$ cat config.mk
export PLATFORM = sky130hd
export DESIGN_NAME = nib_cpu
export DESIGN_NICKNAME = d
export VERILOG_FILES = /design/src/hdl/nib_types_pkg.sv /design/src/hdl/nib_isa_pkg.sv /design/src/hdl/decode_if.sv /design/src/hdl/alu_if.sv /design/src/hdl/instr_decoder.sv /design/src/hdl/alu.sv /design/src/hdl/reg_file.sv /design/src/hdl/sequencer.sv /design/src/hdl/nib_cpu.sv
export SDC_FILE = /design/constraint.sdc
export NUM_CORES = 1
export LEC_CHECK = 0
export BUFFER_PORTS_ARGS = -buffer_cell sky130_fd_sc_hd__buf_2
export CORE_ASPECT_RATIO = 1.75
export CORE_MARGIN = 2
export CORE_UTILIZATION = 59
export CTS_CLUSTER_SIZE = 24
export DETAILED_ROUTE_END_ITERATION = 10
export MAX_ROUTING_LAYER = met4
export PLACE_DENSITY = 0.78
export SYNTH_ARGS = -nofsm -noshare
export SYNTH_HDL_FRONTEND = slang
export SYNTH_SLANG_ARGS = --single-unit
$ cat constraint.sdc
create_clock -name clk -period 4.7 [get_ports clk]
set_input_delay 0.235 -clock clk [delete_from_list [all_inputs] [get_ports clk]]
set_output_delay 0.235 -clock clk [all_outputs]
set_load 0.01 [all_outputs]
$ cat src/hdl/nib_types_pkg.sv
`default_nettype none

package nib_types_pkg;

  localparam int NIBBLE_W = 4;
  localparam int INSTR_W  = 12;
  localparam int PC_W     = 8;
  localparam int RAM_AW   = 4;   // X and Y are nibbles

  typedef logic [NIBBLE_W-1:0] nibble_t;
  typedef logic [INSTR_W-1:0]  instr_t;
  typedef logic [PC_W-1:0]     pc_t;
  typedef logic [RAM_AW-1:0]   ram_addr_t;

endpackage

`default_nettype wire

$ cat src/hdl/nib_isa_pkg.sv
`default_nettype none

package nib_isa_pkg;

  // Top nibble of the instruction word
  localparam logic [3:0] OPC_JMP     = 4'h1;
  localparam logic [3:0] OPC_SKIP    = 4'h2;
  localparam logic [3:0] OPC_ALU_REG = 4'hA;
  localparam logic [3:0] OPC_PTR     = 4'hC;
  localparam logic [3:0] OPC_ALU_IMM = 4'hD;

  // Function nibble of the register ALU format
  localparam logic [3:0] FN_ADD = 4'h0;
  localparam logic [3:0] FN_SUB = 4'h1;
  localparam logic [3:0] FN_AND = 4'h2;
  localparam logic [3:0] FN_OR  = 4'h3;
  localparam logic [3:0] FN_MOV = 4'h8;
  localparam logic [3:0] FN_XOR = 4'hE;

  // Upper three bits of the second nibble for pointer and skip words
  localparam logic [2:0] SUB_LD  = 3'b000;
  localparam logic [2:0] SUB_INC = 3'b001;

  localparam int INSTR_CYCLES = 7;

  typedef enum logic [2:0] {
    ADD,
    SUB,
    AND,
    OR,
    XOR,
    MOV
  } alu_op_e;

  typedef enum logic [1:0] {
    A  = 2'd0,
    B  = 2'd1,
    MX = 2'd2,   // RAM at X
    MY = 2'd3    // RAM at Y
  } opnd_e;

  typedef enum logic [2:0] {
    ALU_REG,
    ALU_IMM,
    LD_PTR,
    INC_PTR,
    JMP,
    SKIP,
    NOP
  } instr_class_e;

  typedef enum logic [2:0] {
    FETCH,
    DECODE,
    READ_DST,
    READ_SRC,
    EXEC,
    WRITE,
    ADVANCE
  } seq_state_e;

endpackage

`default_nettype wire

$ cat src/hdl/decode_if.sv
`timescale 1ns/1ps
`default_nettype none

interface decode_if;
  import nib_types_pkg::*;
  import nib_isa_pkg::*;

  instr_class_e cls;
  alu_op_e      op;
  opnd_e        dst;
  opnd_e        src;
  nibble_t      imm;
  logic         ptr_sel;    // 0 X, 1 Y
  logic         cond_sel;   // 0 zero, 1 carry
  pc_t          target;

  modport source (
    output cls, op, dst, src, imm, ptr_sel, cond_sel, target
  );

  modport sink (
    input cls, op, dst, src, imm, ptr_sel, cond_sel, target
  );

endinterface

`default_nettype wire

$ cat src/hdl/alu_if.sv
`timescale 1ns/1ps
`default_nettype none

interface alu_if;
  import nib_types_pkg::*;
  import nib_isa_pkg::*;

  alu_op_e op;
  nibble_t a;
  nibble_t b;
  logic    carry_in;
  nibble_t result;
  logic    carry_out;
  logic    zero;

  modport driver (
    output op, a, b, carry_in,
    input  result, carry_out, zero
  );

  modport alu (
    input  op, a, b, carry_in,
    output result, carry_out, zero
  );

endinterface

`default_nettype wire

$ cat src/hdl/instr_decoder.sv
`timescale 1ns/1ps
`default_nettype none

module instr_decoder (
  input  nib_types_pkg::instr_t ir,
  decode_if.source              dec
);
  import nib_types_pkg::*;
  import nib_isa_pkg::*;

  nibble_t opc;
  nibble_t mid;
  nibble_t low;

  assign opc = ir[11:8];
  assign mid = ir[7:4];
  assign low = ir[3:0];

  always_comb begin
    dec.cls      = NOP;
    dec.op       = MOV;
    dec.dst      = A;
    dec.src      = A;
    dec.imm      = low;
    dec.ptr_sel  = mid[0];
    dec.cond_sel = mid[0];
    dec.target   = pc_t'(ir[7:0]);

    case (opc)
      OPC_ALU_REG: begin
        dec.cls = ALU_REG;
        dec.dst = opnd_e'(low[3:2]);
        dec.src = opnd_e'(low[1:0]);
        case (mid)
          FN_ADD:  dec.op = ADD;
          FN_SUB:  dec.op = SUB;
          FN_AND:  dec.op = AND;
          FN_OR:   dec.op = OR;
          FN_MOV:  dec.op = MOV;
          FN_XOR:  dec.op = XOR;
          default: dec.cls = NOP;   // Unused function codes
        endcase
      end
      OPC_ALU_IMM: begin
        dec.cls = ALU_IMM;
        dec.dst = opnd_e'(mid[1:0]);
        dec.src = opnd_e'(mid[1:0]);   // Keeps ram_addr on the destination
        case (mid[3:2])
          2'b00:   dec.op = XOR;
          2'b01:   dec.op = ADD;
          2'b10:   dec.op = AND;
          default: dec.op = MOV;
        endcase
      end
      OPC_PTR: begin
        if (mid[3:1] == SUB_LD) begin
          dec.cls = LD_PTR;
        end else if (mid[3:1] == SUB_INC && low == 4'h0) begin
          dec.cls = INC_PTR;
        end
      end
      OPC_JMP: dec.cls = JMP;
      OPC_SKIP: begin
        if (mid[3:1] == SUB_LD && low == 4'h0) begin
          dec.cls = SKIP;
        end
      end
      default: dec.cls = NOP;
    endcase
  end

endmodule

`default_nettype wire

$ cat src/hdl/alu.sv
`timescale 1ns/1ps
`default_nettype none

module alu (
  alu_if.alu p
);
  import nib_types_pkg::*;
  import nib_isa_pkg::*;

  logic [NIBBLE_W:0] wide;   // Result with carry or borrow on top

  always_comb begin
    wide        = '0;
    p.result    = p.b;
    p.carry_out = p.carry_in;   // Logic ops and MOV leave carry alone

    case (p.op)
      ADD: begin
        wide        = {1'b0, p.a} + {1'b0, p.b};
        p.result    = wide[NIBBLE_W-1:0];
        p.carry_out = wide[NIBBLE_W];
      end
      SUB: begin
        wide        = {1'b0, p.a} - {1'b0, p.b};
        p.result    = wide[NIBBLE_W-1:0];
        p.carry_out = wide[NIBBLE_W];   // Set when a < b
      end
      AND: p.result = p.a & p.b;
      OR:  p.result = p.a | p.b;
      XOR: p.result = p.a ^ p.b;
      default: p.result = p.b;
    endcase
  end

  assign p.zero = (p.result == '0);

endmodule

`default_nettype wire

$ cat src/hdl/reg_file.sv
`timescale 1ns/1ps
`default_nettype none

module reg_file (
  input  logic                     clk,
  input  logic                     rst_n,
  input  nib_isa_pkg::seq_state_e  state,
  decode_if.sink                   dec,
  alu_if.driver                    alu_p,
  output nib_types_pkg::ram_addr_t ram_addr,
  output nib_types_pkg::nibble_t   ram_wdata,
  output logic                     ram_we,
  input  nib_types_pkg::nibble_t   ram_rdata,
  output logic                     zero_flag,
  output logic                     carry_flag
);
  import nib_types_pkg::*;
  import nib_isa_pkg::*;

  nibble_t   a;
  nibble_t   b;
  ram_addr_t x;
  ram_addr_t y;
  nibble_t   dst_val;
  nibble_t   src_val;
  nibble_t   res;
  logic      res_c;
  logic      res_z;
  logic      is_alu;
  opnd_e     addr_sel;

  function automatic nibble_t read_opnd(opnd_e sel);
    case (sel)
      A:       return a;
      B:       return b;
      default: return ram_rdata;   // ram_addr already points at X or Y
    endcase
  endfunction

  assign is_alu   = (dec.cls == ALU_REG) || (dec.cls == ALU_IMM);
  assign addr_sel = (state == READ_SRC) ? dec.src : dec.dst;
  assign ram_addr = (addr_sel == MY) ? y : x;

  assign alu_p.op       = dec.op;
  assign alu_p.a        = dst_val;
  assign alu_p.b        = src_val;
  assign alu_p.carry_in = carry_flag;

  assign ram_wdata = res;
  assign ram_we    = (state == WRITE) && is_alu && (dec.dst == MX || dec.dst == MY);

  // Operand and result latches
  always_ff @(posedge clk) begin
    case (state)
      READ_DST: dst_val <= read_opnd(dec.dst);
      READ_SRC: src_val <= (dec.cls == ALU_IMM) ? dec.imm : read_opnd(dec.src);
      EXEC: begin
        res   <= alu_p.result;
        res_c <= alu_p.carry_out;
        res_z <= alu_p.zero;
      end
      default: ;
    endcase
  end

  always_ff @(posedge clk) begin
    if (!rst_n) begin
      a          <= '0;
      b          <= '0;
      x          <= '0;
      y          <= '0;
      zero_flag  <= 1'b0;
      carry_flag <= 1'b0;
    end else if (state == WRITE) begin
      if (is_alu) begin
        case (dec.dst)
          A:       a <= res;
          B:       b <= res;
          default: ;   // Memory destination goes out through ram_we
        endcase
        if (dec.op != MOV) begin
          zero_flag  <= res_z;
          carry_flag <= res_c;
        end
      end
      if (dec.cls == LD_PTR) begin
        if (dec.ptr_sel) y <= dec.imm;
        else             x <= dec.imm;
      end
      if (dec.cls == INC_PTR) begin
        if (dec.ptr_sel) y <= y + ram_addr_t'(1);   // Wraps at 15
        else             x <= x + ram_addr_t'(1);
      end
    end
  end

  // One-cycle write pulse
  we_single_pulse: assert property (@(posedge clk) disable iff (!rst_n)
    ram_we |=> !ram_we);

endmodule

`default_nettype wire

$ cat src/hdl/sequencer.sv
`timescale 1ns/1ps
`default_nettype none

module sequencer (
  input  logic                    clk,
  input  logic                    rst_n,
  output nib_types_pkg::pc_t      rom_addr,
  input  nib_types_pkg::instr_t   rom_data,
  output nib_types_pkg::instr_t   ir,
  decode_if.sink                  dec,
  output nib_isa_pkg::seq_state_e state,
  input  logic                    zero_flag,
  input  logic                    carry_flag
);
  import nib_types_pkg::*;
  import nib_isa_pkg::*;

  seq_state_e state_nxt;
  pc_t        pc;
  logic       skip_taken;

  assign rom_addr   = pc;
  assign skip_taken = (dec.cls == SKIP) && (dec.cond_sel ? carry_flag : zero_flag);

  always_comb begin
    case (state)
      FETCH:    state_nxt = DECODE;
      DECODE:   state_nxt = READ_DST;
      READ_DST: state_nxt = READ_SRC;
      READ_SRC: state_nxt = EXEC;
      EXEC:     state_nxt = WRITE;
      WRITE:    state_nxt = ADVANCE;
      default:  state_nxt = FETCH;
    endcase
  end

  always_ff @(posedge clk) begin
    if (!rst_n) begin
      state <= FETCH;
      pc    <= '0;
    end else begin
      state <= state_nxt;
      if (state == ADVANCE) begin
        if (dec.cls == JMP)  pc <= dec.target;
        else if (skip_taken) pc <= pc + pc_t'(2);
        else                 pc <= pc + pc_t'(1);
      end
    end
  end

  // Instruction register, held until the next FETCH
  always_ff @(posedge clk) begin
    if (state == FETCH) ir <= rom_data;
  end

  // Decoded fields hold from DECODE to the next FETCH
  dec_held: assert property (@(posedge clk) disable iff (!rst_n)
    state != FETCH |=> $stable(dec.cls) && $stable(dec.target));

  // Skip decisions see flags that only move in WRITE
  flags_held: assert property (@(posedge clk) disable iff (!rst_n)
    state != WRITE |=> $stable(zero_flag) && $stable(carry_flag));

endmodule

`default_nettype wire

$ cat src/hdl/nib_cpu.sv
`timescale 1ns/1ps
`default_nettype none

module nib_cpu (
  input  logic                     clk,
  input  logic                     rst_n,
  output nib_types_pkg::pc_t       rom_addr,
  input  nib_types_pkg::instr_t    rom_data,
  output nib_types_pkg::ram_addr_t ram_addr,
  output nib_types_pkg::nibble_t   ram_wdata,
  output logic                     ram_we,
  input  nib_types_pkg::nibble_t   ram_rdata
);
  import nib_types_pkg::*;
  import nib_isa_pkg::*;

  instr_t     ir;
  seq_state_e state;
  logic       zero_flag;
  logic       carry_flag;

  decode_if dec_bus ();
  alu_if    alu_bus ();

  sequencer seq (
    .clk        (clk),
    .rst_n      (rst_n),
    .rom_addr   (rom_addr),
    .rom_data   (rom_data),
    .ir         (ir),
    .dec        (dec_bus.sink),
    .state      (state),
    .zero_flag  (zero_flag),
    .carry_flag (carry_flag)
  );

  instr_decoder dcd (
    .ir  (ir),
    .dec (dec_bus.source)
  );

  reg_file regs (
    .clk        (clk),
    .rst_n      (rst_n),
    .state      (state),
    .dec        (dec_bus.sink),
    .alu_p      (alu_bus.driver),
    .ram_addr   (ram_addr),
    .ram_wdata  (ram_wdata),
    .ram_we     (ram_we),
    .ram_rdata  (ram_rdata),
    .zero_flag  (zero_flag),
    .carry_flag (carry_flag)
  );

  alu alu_u (
    .p (alu_bus.alu)
  );

endmodule

`default_nettype wire

## Word level (Yosys, flattened, before mapping)

Cells that the tools add are included.
W data, S select, Z words.

| word-level totals | value |
|---|---|
| register bits | 55 |
| input bits | 18 |
| word-level logic and storage cells | 107 |

| cells by class | value |
|---|---|
| add/subtract/negate cells | 6 |
| equality and inequality tests | 34 |
| muxes and demuxes | 29 |
| bitwise gates (word level) | 3 |
| reduce and logical (&&, ||, !) cells | 21 |

Operators by type and width:

| kind | number |
|---|---|
| $mux W4 | 10 |
| $pmux W3 S5 | 2 |
| $eq A4 B4 Y1 const B | 5 |
| $pmux W4 S5 | 1 |
| $eq A3 B2 Y1 const B | 6 |
| $eq A3 B3 Y1 const B | 6 |
| $pmux W3 S6 | 1 |
| $mux W8 | 2 |
| $pmux W4 S2 | 2 |
| $eq A3 B1 Y1 const B | 4 |
| $eq A4 B2 Y1 const B | 3 |
| $logic_not A3 Y1 | 4 |
| $logic_not A4 Y1 | 3 |
| $mux W3 | 3 |
| $pmux W3 S3 | 1 |
| $reduce_and A3 Y1 | 3 |
| $add A4 B1 Y4 const B | 2 |
| $add A8 B1 Y8 const B | 1 |
| $add A8 B2 Y8 const B | 1 |
| $eq A2 B2 Y1 const B | 4 |
| $eq A4 B1 Y1 const B | 2 |
| $pmux W2 S2 | 2 |
| $eq A2 B1 Y1 const B | 3 |
| $logic_not A2 Y1 | 3 |
| 13 further kinds | 19 |

## Logic depth before layout (Yosys ltp)

Gate-level depths: netlist (run 1).

| depth | value |
|---|---|
| depth after elaboration | 9 |
| mapped depth | 9 |
| mapped depth without buffers | 9 |

## By module

A second synthesis (run 1) with hierarchy kept.

| unflattened totals | value |
|---|---|
| cells, all modules | 410 |
| area total of the unflattened synthesis | 3,890.0 um^2 |

By module, submodules not included:

| module | times used | cells each | area each (um^2) | sequential area each (um^2) |
|---|---|---|---|---|
| reg_file | 1 | 161 | 1,732.9 | 780.7 |
| sequencer | 1 | 107 | 1,126.1 | 580.6 |
| alu | 1 | 80 | 603.1 | 0.0 |
| instr_decoder | 1 | 62 | 427.9 | 0.0 |

## Worst setup path before layout (run 1)

Ideal clock, no wire load.

| path | value |
|---|---|
| kind | register -> register |
| start | reg seq.ir[9] |
| end | reg regs.res_z (data pin) |
| data arrival time | 2,384 ps |
| required time | 4,524 ps |
| setup slack | 2,140 ps |
| cell stages (with the launch flop) | 10 |
| buffers on the path | 2 |
| clock period less this slack | 2,560 ps |
| cell sequence | edfxtp_1 > clkbuf_1 > and4b_1 > clkbuf_1 > nor2_1 > nor3_1 > o21ai_1 > xnor2_1 > a221o_1 > nor4_1 |

| between the ends | value |
|---|---|
| cells in the longest elaborated chain, start to end | 5 |

RTL lines:

| what | line | RTL |
|---|---|---|
| start: declaration | sequencer.sv:9 | `output nib_types_pkg::instr_t ir,` |
| start signal: assignment | sequencer.sv:53 | `if (state == FETCH) ir <= rom_data;` |
| $eq A4 B4 Y1 | instr_decoder.sv:29 | `case (opc)` |
| $pmux W3 S2 * | instr_decoder.sv:29 |  |
| $eq A3 B3 Y1 (tied with other cells) | alu.sv:17 | `case (p.op)` |
| $pmux W4 S5 * | alu.sv:17 |  |
| via alu_bus.result[3] | alu_if.sv:12 | `nibble_t result;` |
| $logic_not A4 Y1 * | alu.sv:35 | `assign p.zero = (p.result == '0);` |
| via alu_bus.zero | alu_if.sv:14 | `logic zero;` |
| end signal: assignment | reg_file.sv:60 | `res_z <= alu_p.zero;` |
| end: declaration | reg_file.sv:28 | `logic res_z;` |

The timed path passes the listed nets; every way through them passes the cells marked *.
A chain may end at the register's enable or synchronous reset.

## Worst setup path after layout (run 1)

| path | value |
|---|---|
| start | reg seq.ir[10] |
| end | out ram_addr[2] |

| between the ends | value |
|---|---|
| cells in the longest elaborated chain, start to end | 5 |

RTL lines:

| what | line | RTL |
|---|---|---|
| $eq A4 B4 Y1 | instr_decoder.sv:29 |  |
| $pmux W2 S2 | instr_decoder.sv:29 |  |
| $mux W2 * | reg_file.sv:41 | `assign addr_sel = (state == READ_SRC) ? dec.src : dec.dst;` |
| $eq A2 B2 Y1 * | reg_file.sv:42 | `assign ram_addr = (addr_sel == MY) ? y : x;` |
| $mux W4 * | reg_file.sv:42 |  |
| end: declaration | nib_cpu.sv:9 | `output nib_types_pkg::ram_addr_t ram_addr,` |

Every way passes the cells marked *; elsewhere a longest branch is shown, timed or not.

==> results of run 1 <==
-- kinds of logic (layout without fill, tap and decap cells) --
logic type      count (synthesis)  count (layout)  synth area share
xor+xnor                        6               6           0.01516
buf+inv                        36              63           0.03933
fa+ha+maj                      21              21           0.08012
simple gates                  128             128            0.1942
compound gates                 93              93            0.1819
mux                            31              31           0.09671
flops                          55              55            0.3926
-- stage by stage --
stage	util	hold slack, ns	setup WS (ns)
detailed placement	0.6381	0.4131	1.727
floorplan	-	0.3339	2.140
global route	0.6579	0.07723	1.272
global placement	0.6381	0.4132	1.809
finish	0.6579	0.08179	1.462
CTS	0.6579	0.08452	1.505
-- power breakdown --
part | leakage [nW] | total [mW] | internal, mW | switching [mW]
logic | 1.05 | 0.138 | 0.0553 | 0.0825
clock network | 0.0548 | 0.327 | 0.161 | 0.166
registers | 0.482 | 0.559 | 0.525 | 0.0343
total | 1.59 | 1.02 | 0.741 | 0.283
-- routing by layer --
| layer | vias up | share of wire | GRT usage |
|---|---|---|---|
| met2 | 75 | 0.55 | 0.4695 |
| met4 | 0 | 0.040 | 0.1307 |
| li1 | 1423 | - | - |
| met3 | 32 | 0.036 | 0.03436 |
| met1 | 1394 | 0.37 | 0.3019 |
| met5 | - | 0 | - |
-- cells in the final DEF (no fill, tap or decap), types with 11 or more instances in the layout --
| master | Yosys | final |
|---|---|---|
| sky130_fd_sc_hd__a21oi_1 | 24 | 24 |
| sky130_fd_sc_hd__buf_2 | 1 | 34 |
| sky130_fd_sc_hd__dfxtp_1 | 29 | 29 |
| sky130_fd_sc_hd__edfxtp_1 | 26 | 26 |
| sky130_fd_sc_hd__ha_1 | 19 | 19 |
| sky130_fd_sc_hd__inv_1 | 20 | 20 |
| sky130_fd_sc_hd__mux2i_1 | 23 | 23 |
| sky130_fd_sc_hd__nand2_1 | 33 | 33 |
| sky130_fd_sc_hd__nor2_1 | 40 | 40 |
| sky130_fd_sc_hd__nor3_1 | 12 | 11 |
| sky130_fd_sc_hd__o21ai_0 | 16 | 16 |
-- worst min path at each step --
| stage | start | endpoint | cells past startpoint |
|---|---|---|---|
| final | rom_data[2] | seq.ir[2] | 1 |
| after CTS | rom_data[0] | seq.ir[0] | 1 |
| after detailed placement | rom_data[0] | seq.ir[0] | 1 |
| after floorplan | rom_data[0] | seq.ir[0] | 0 |
| after global routing | rom_data[0] | seq.ir[0] | 1 |
| after global placement | rom_data[1] | seq.ir[1] | 1 |
-- cell type report --
class | instances | area share
multi-input combinational | 279 | 0.5202
sequential | 55 | 0.3575
timing repair buffer | 35 | 0.04666
tap | 78 | 0.02563
inverter | 20 | 0.01972
clock buffer | 5 | 0.01807
clock inverter | 3 | 0.01216
==> reports/results.ini, run 1 <==
[status]
run_status = finished, final reports clean

[place]
io_buf_count = 34
post-dp-hpwl_um = 6376
dpl-instance-area_um2 = 3692
gp_congestion = 0.9308
placedCellCount = 467

[yosys]
synthFlopType = sky130_fd_sc_hd__dfxtp_1
synthCells = 370
syn_area_um2 = 3467
leading_cell_type_by_number_of_instances_after_synthesis = sky130_fd_sc_hd__nor2_1
synth_enable_flop_cells = 26
ys_warn_count = 0
syn-mean-instance-area_um2 = 9.370
synth_area_leaders = sky130_fd_sc_hd__edfxtp_1, sky130_fd_sc_hd__dfxtp_1, sky130_fd_sc_hd__ha_1
postSynthNetCount = 409
netlist-cell-type-count = 63
most_instantiated_cells_after_synthesis = sky130_fd_sc_hd__nor2_1, sky130_fd_sc_hd__nand2_1, sky130_fd_sc_hd__dfxtp_1
synth_seq_cells = 55
synth.top_cell.area_share = 0.2252
ys_seq_area_frac = 0.3926
async_flop_share = 0
synthDominantAreaCellType = sky130_fd_sc_hd__edfxtp_1

[worst_setup_path]
required_ns = 4.47
crit_arrival_ns = 3.00
worst_setup_path_startpoint = seq.ir[10]
number_of_buffers_and_inverters_on_the_critical_path = 1
critical-path-top-delay-family = simple AND/OR/NAND/NOR gates
r2r_setup_slack_ns = 1.61
setup.worst_path.start_class = flip-flop
reg2reg_from = seq.ir[9]
endpoint_kind = output pin
critPathMaxStageDelay_ns = 0.81
path_depth = 6
chain_of_cells_forming_the_critical_path = and4b_1, a22oi_1, nor3_1, nor2_1, mux2_2, buf_2
timing.reg2reg.worst_path_depth = 7
setup.worst_path.end = ram_addr[2]
largest_fanout_on_the_critical_path = 16
timing.setup.critical_path_class = flip-flop to output pin
reg2reg_to = regs.res_z
cp_slowest_cell = sky130_fd_sc_hd__a22oi_1

[cts]
post-cts-setup-buffers = 0
post_cts.resized_instances = 0
clock_tree_from_tritoncts = done
cts.hold.buffers_added = 0
clock_root_buffer = sky130_fd_sc_hd__clkbuf_8
clock_sinks = 55
worstSkewPairLatency_ns = 0.32
numCtsBuffers = 5
h-tree-depth = 2
clkSlewWorstSetupHoldPaths_ns = 0.10
cts-root-to-sink-buffers = 2

[final_layout]
fin_cells = 475
area.growth.synth_to_final_pct = 9.816
max_flop_register = seq.ir
multiInputGateArea_um2 = 1981
finish.instance_area_um2 = 3807
num-fill-cells = 519
antenna_cells_inserted = 0
nNetsFinal = 435
drive_above_1_share = 0.1688
regArea_um2 = 1361
largest_register_ff_count = 12

[sta]
final-setup-viol-count = 0
final_min_period_over_clock_period = 0.6890
timing.max_slew.rel_slack = 0.2805
timing.final.hold_violations = 0
max_clock_freq_mhz = 308.8
finalClockSkew_ns = 0.007853
tns_ns = 0
period_needed_ns = 3.238
worst_slew_pin_slew_ns = 1.076
rsz_0062_raised_after_global_routing = false
max_transition_viols_final = 0

[drt]
post_drt_wl_per_cell_um = 17.54
drt.antenna.violating_nets = 0
detail_route.vias_per_cell = 6.156
drt_wl_total_um = 8331
drt_iter0_markers = 159
pre_antenna_drt_iters = 4
routed_vias = 2924
detail_route.drc_violations = 0

[job]
drv_cap = 0

[grt]
grt_use_total = 0.2760
grt_first_pass_wirelength_um = 13260
grt_overflow_total = 0
maximum_number_of_pins_on_one_net_before_global_route_repair = 23
antenna_found_initial = 0
grt_pass1_vias = 2828

[floorplan]
floorplan.die_area_um2 = 6529
floorplan.initialDensity = 0.5991
die_height_um = 105.4
die_width_um = 61.95
core_area_um2 = 5787
num_rows = 37
io_pins = 35

[worst_hold_path]
min-delay-path-class = primary input to flip-flop

[pwr]
power_mw = 1.023
irDropWorstVdd_mv = 0.1775
power-per-cell-area_nw_per_um2 = 268.8
power_leakage_nw = 1.587

Power figures use the tool's default switching activity.
==> inputs of run 2 (changes only) <==
clock period = 3.4 ns   (was 4.7 ns; I/O delays follow)
==> run 2 against run 1 <==
Net effect:
- core utilization is 0.065 points lower
- via count increased by 1.5%
- worst hold slack lost 0.063 ns
- non-clock buffer count increased by 2
- wire length up 1.4%
- cell count is 0.42% higher
- register-to-register slack lost 1.2 ns
- total power up 31%
- clock-buffer cell count unchanged
- first-iteration DRC count increased by 21%
- combinational power increased by 37%
- largest cell class unchanged
==> reports/results.ini, run 2 (synthesis gave the netlist of run 1 again) <==
[pwr]
power-per-cell-area_nw_per_um2 = 353.7  ; was 268.8 nW/um^2
power_leakage_nw = 1.588  ; was 1.587 nW
irDropWorstVdd_mv = 0.2400  ; was 0.1775 mV
power_mw = 1.345  ; was 1.023 mW

[sta]
timing.max_slew.rel_slack = 0.2885  ; was 0.2805
period_needed_ns = 3.071
rsz_0062_raised_after_global_routing = false  ; unchanged
timing.final.hold_violations = 0  ; unchanged
tns_ns = 0  ; unchanged
max_transition_viols_final = 0  ; unchanged
final_min_period_over_clock_period = 0.9032
final-setup-viol-count = 0  ; unchanged
finalClockSkew_ns = 0.005065  ; was 0.007853 ns
max_clock_freq_mhz = 325.6
worst_slew_pin_slew_ns = 1.064  ; was 1.076 ns

[cts]
clkSlewWorstSetupHoldPaths_ns = 0.10  ; about the same
numCtsBuffers = 5  ; unchanged
cts-root-to-sink-buffers = 2  ; unchanged
clock_root_buffer = sky130_fd_sc_hd__clkbuf_8  ; unchanged
clock_tree_from_tritoncts = done  ; unchanged
h-tree-depth = 2  ; unchanged
post_cts.resized_instances = 0  ; unchanged
worstSkewPairLatency_ns = 0.32  ; about the same
cts.hold.buffers_added = 0  ; unchanged
clock_sinks = 55  ; unchanged
post-cts-setup-buffers = 0  ; unchanged

[drt]
detail_route.vias_per_cell = 6.222  ; was 6.156
pre_antenna_drt_iters = 5  ; was 4
drt_iter0_markers = 193  ; was 159
post_drt_wl_per_cell_um = 17.70  ; was 17.54 um
routed_vias = 2968  ; was 2924
detail_route.drc_violations = 0  ; unchanged
drt_wl_total_um = 8444  ; was 8331 um
drt.antenna.violating_nets = 0  ; unchanged

[final_layout]
area.growth.synth_to_final_pct = 9.708  ; was 9.816%
num-fill-cells = 492  ; was 519
largest_register_ff_count = 12  ; unchanged
most-common-layout-cells = sky130_fd_sc_hd__nor2_1, sky130_fd_sc_hd__buf_2, sky130_fd_sc_hd__nand2_1  ; unchanged
multiInputGateArea_um2 = 1981  ; unchanged
drive_above_1_share = 0.1729  ; was 0.1688
max_flop_register = seq.ir  ; unchanged
regArea_um2 = 1361  ; unchanged
final_common_cell = sky130_fd_sc_hd__nor2_1  ; unchanged
nNetsFinal = 437  ; was 435
antenna_cells_inserted = 0  ; unchanged

[floorplan]
die_height_um = 105.4  ; unchanged
core_area_um2 = 5787  ; unchanged
io_pins = 35  ; unchanged
floorplan.die_area_um2 = 6529  ; unchanged
num_rows = 37  ; unchanged
floorplan.initialDensity = 0.5991  ; unchanged
die_width_um = 61.95  ; unchanged

[place]
gp_congestion = 1.023  ; was 0.9308
post-dp-hpwl_um = 6493  ; was 6376 um
io_buf_count = 34  ; unchanged

[grt]
maximum_number_of_pins_on_one_net_before_global_route_repair = 23  ; unchanged
grt_first_pass_wirelength_um = 13520  ; was 13260 um
grt_pass1_vias = 2926  ; was 2828
grt_overflow_total = 0  ; unchanged
grt_use_total = 0.2859  ; was 0.2760
antenna_found_initial = 0  ; unchanged

[worst_setup_path]
required_ns = 3.23  ; was 4.47 ns
chain_of_cells_forming_the_critical_path = and4b_1, a22oi_1, nor3_1, nor2_1, mux2_2, buf_2  ; unchanged
endpoint_kind = output pin  ; unchanged
critPathMaxStageDelay_ns = 0.75  ; was 0.81 ns
crit_arrival_ns = 2.90  ; was 3.00 ns
cp_slowest_cell = sky130_fd_sc_hd__a22oi_1  ; unchanged
largest_fanout_on_the_critical_path = 16  ; unchanged
setup.worst_path.start_class = flip-flop  ; unchanged
timing.setup.critical_path_class = flip-flop to output pin  ; unchanged

[job]
drv_cap = 0  ; unchanged

[worst_hold_path]
min-delay-path-class = primary input to flip-flop  ; unchanged

[status]
run_status = finished, final reports clean  ; unchanged

-- run 2: cell types whose count changed in the layout (fill, tap and decap cells not counted), sizes merged --
cell and delta:
buf +2, bufinv -1, clkinv +1
-- run 2: area by class of cell --
cell class,count,share of cell area
timing repair buffer,37,0.05066
clock inverter,3,0.007237
clock buffer,5,0.01809
inverter,20,0.01974
tap,78,0.02566
multi-input combinational,279,0.5207
sequential,55,0.3579
-- run 2: power breakdown --
| part | internal, mW | switching (mW) | total (mW) | leakage [nW] |
|---|---|---|---|---|
| combinational | 0.0781 | 0.111 | 0.189 | 1.06 |
| sequential | 0.725 | 0.0491 | 0.774 | 0.482 |
| clock | 0.152 | 0.230 | 0.382 | 0.0463 |
-- run 2: final timing paths --
path | startpoint | end | slack [ns] | cells after the start
min reg2reg | seq.rom_addr[5] | seq.rom_addr[5] | 0.51 | 2
max | seq.ir[10] | ram_addr[0] | 0.33 | 6
max reg2reg | seq.ir[0] | regs.x[1] | 0.40 | 7
min | rom_data[0] | seq.ir[0] | 0.02 | 1
-- run 2: through the flow --
stage	cell area [um^2]	std cells	worst slack (ns)	hold slack, ns	utilization
4_1_cts	3804	477	0.3155	0.01306	0.6573
6_report	3804	477	0.3290	0.01845	0.6573
5_1_grt	3804	477	0.08362	0.01029	0.6573
3_3_place_gp	3707	469	0.5320	0.3470	0.6406
2_1_floorplan	3467	370	0.8396	0.2689	-
3_5_place_dp	3707	469	0.4471	0.3483	0.6406
-- run 2: worst max-delay path: cells and delay by family, from the launching register on --
kind | cells | cell delay [ns]
DFF | 1 | 0.52
buffers and inverters | 1 | 0.14
muxes | 1 | 0.37
AOI/OAI and AO/OA | 1 | 0.75
and+or+nand+nor | 3 | 0.81
-- run 2: layer usage --
metal | global-route usage | wire length (um) | vias up
li1 | - | - | 1417
met1 | 0.2853 | 3034 | 1420
met2 | 0.4799 | 4604 | 96
met3 | 0.04908 | 364 | 35
met4 | 0.1839 | 440 | 0
met5 | - | 0 | -
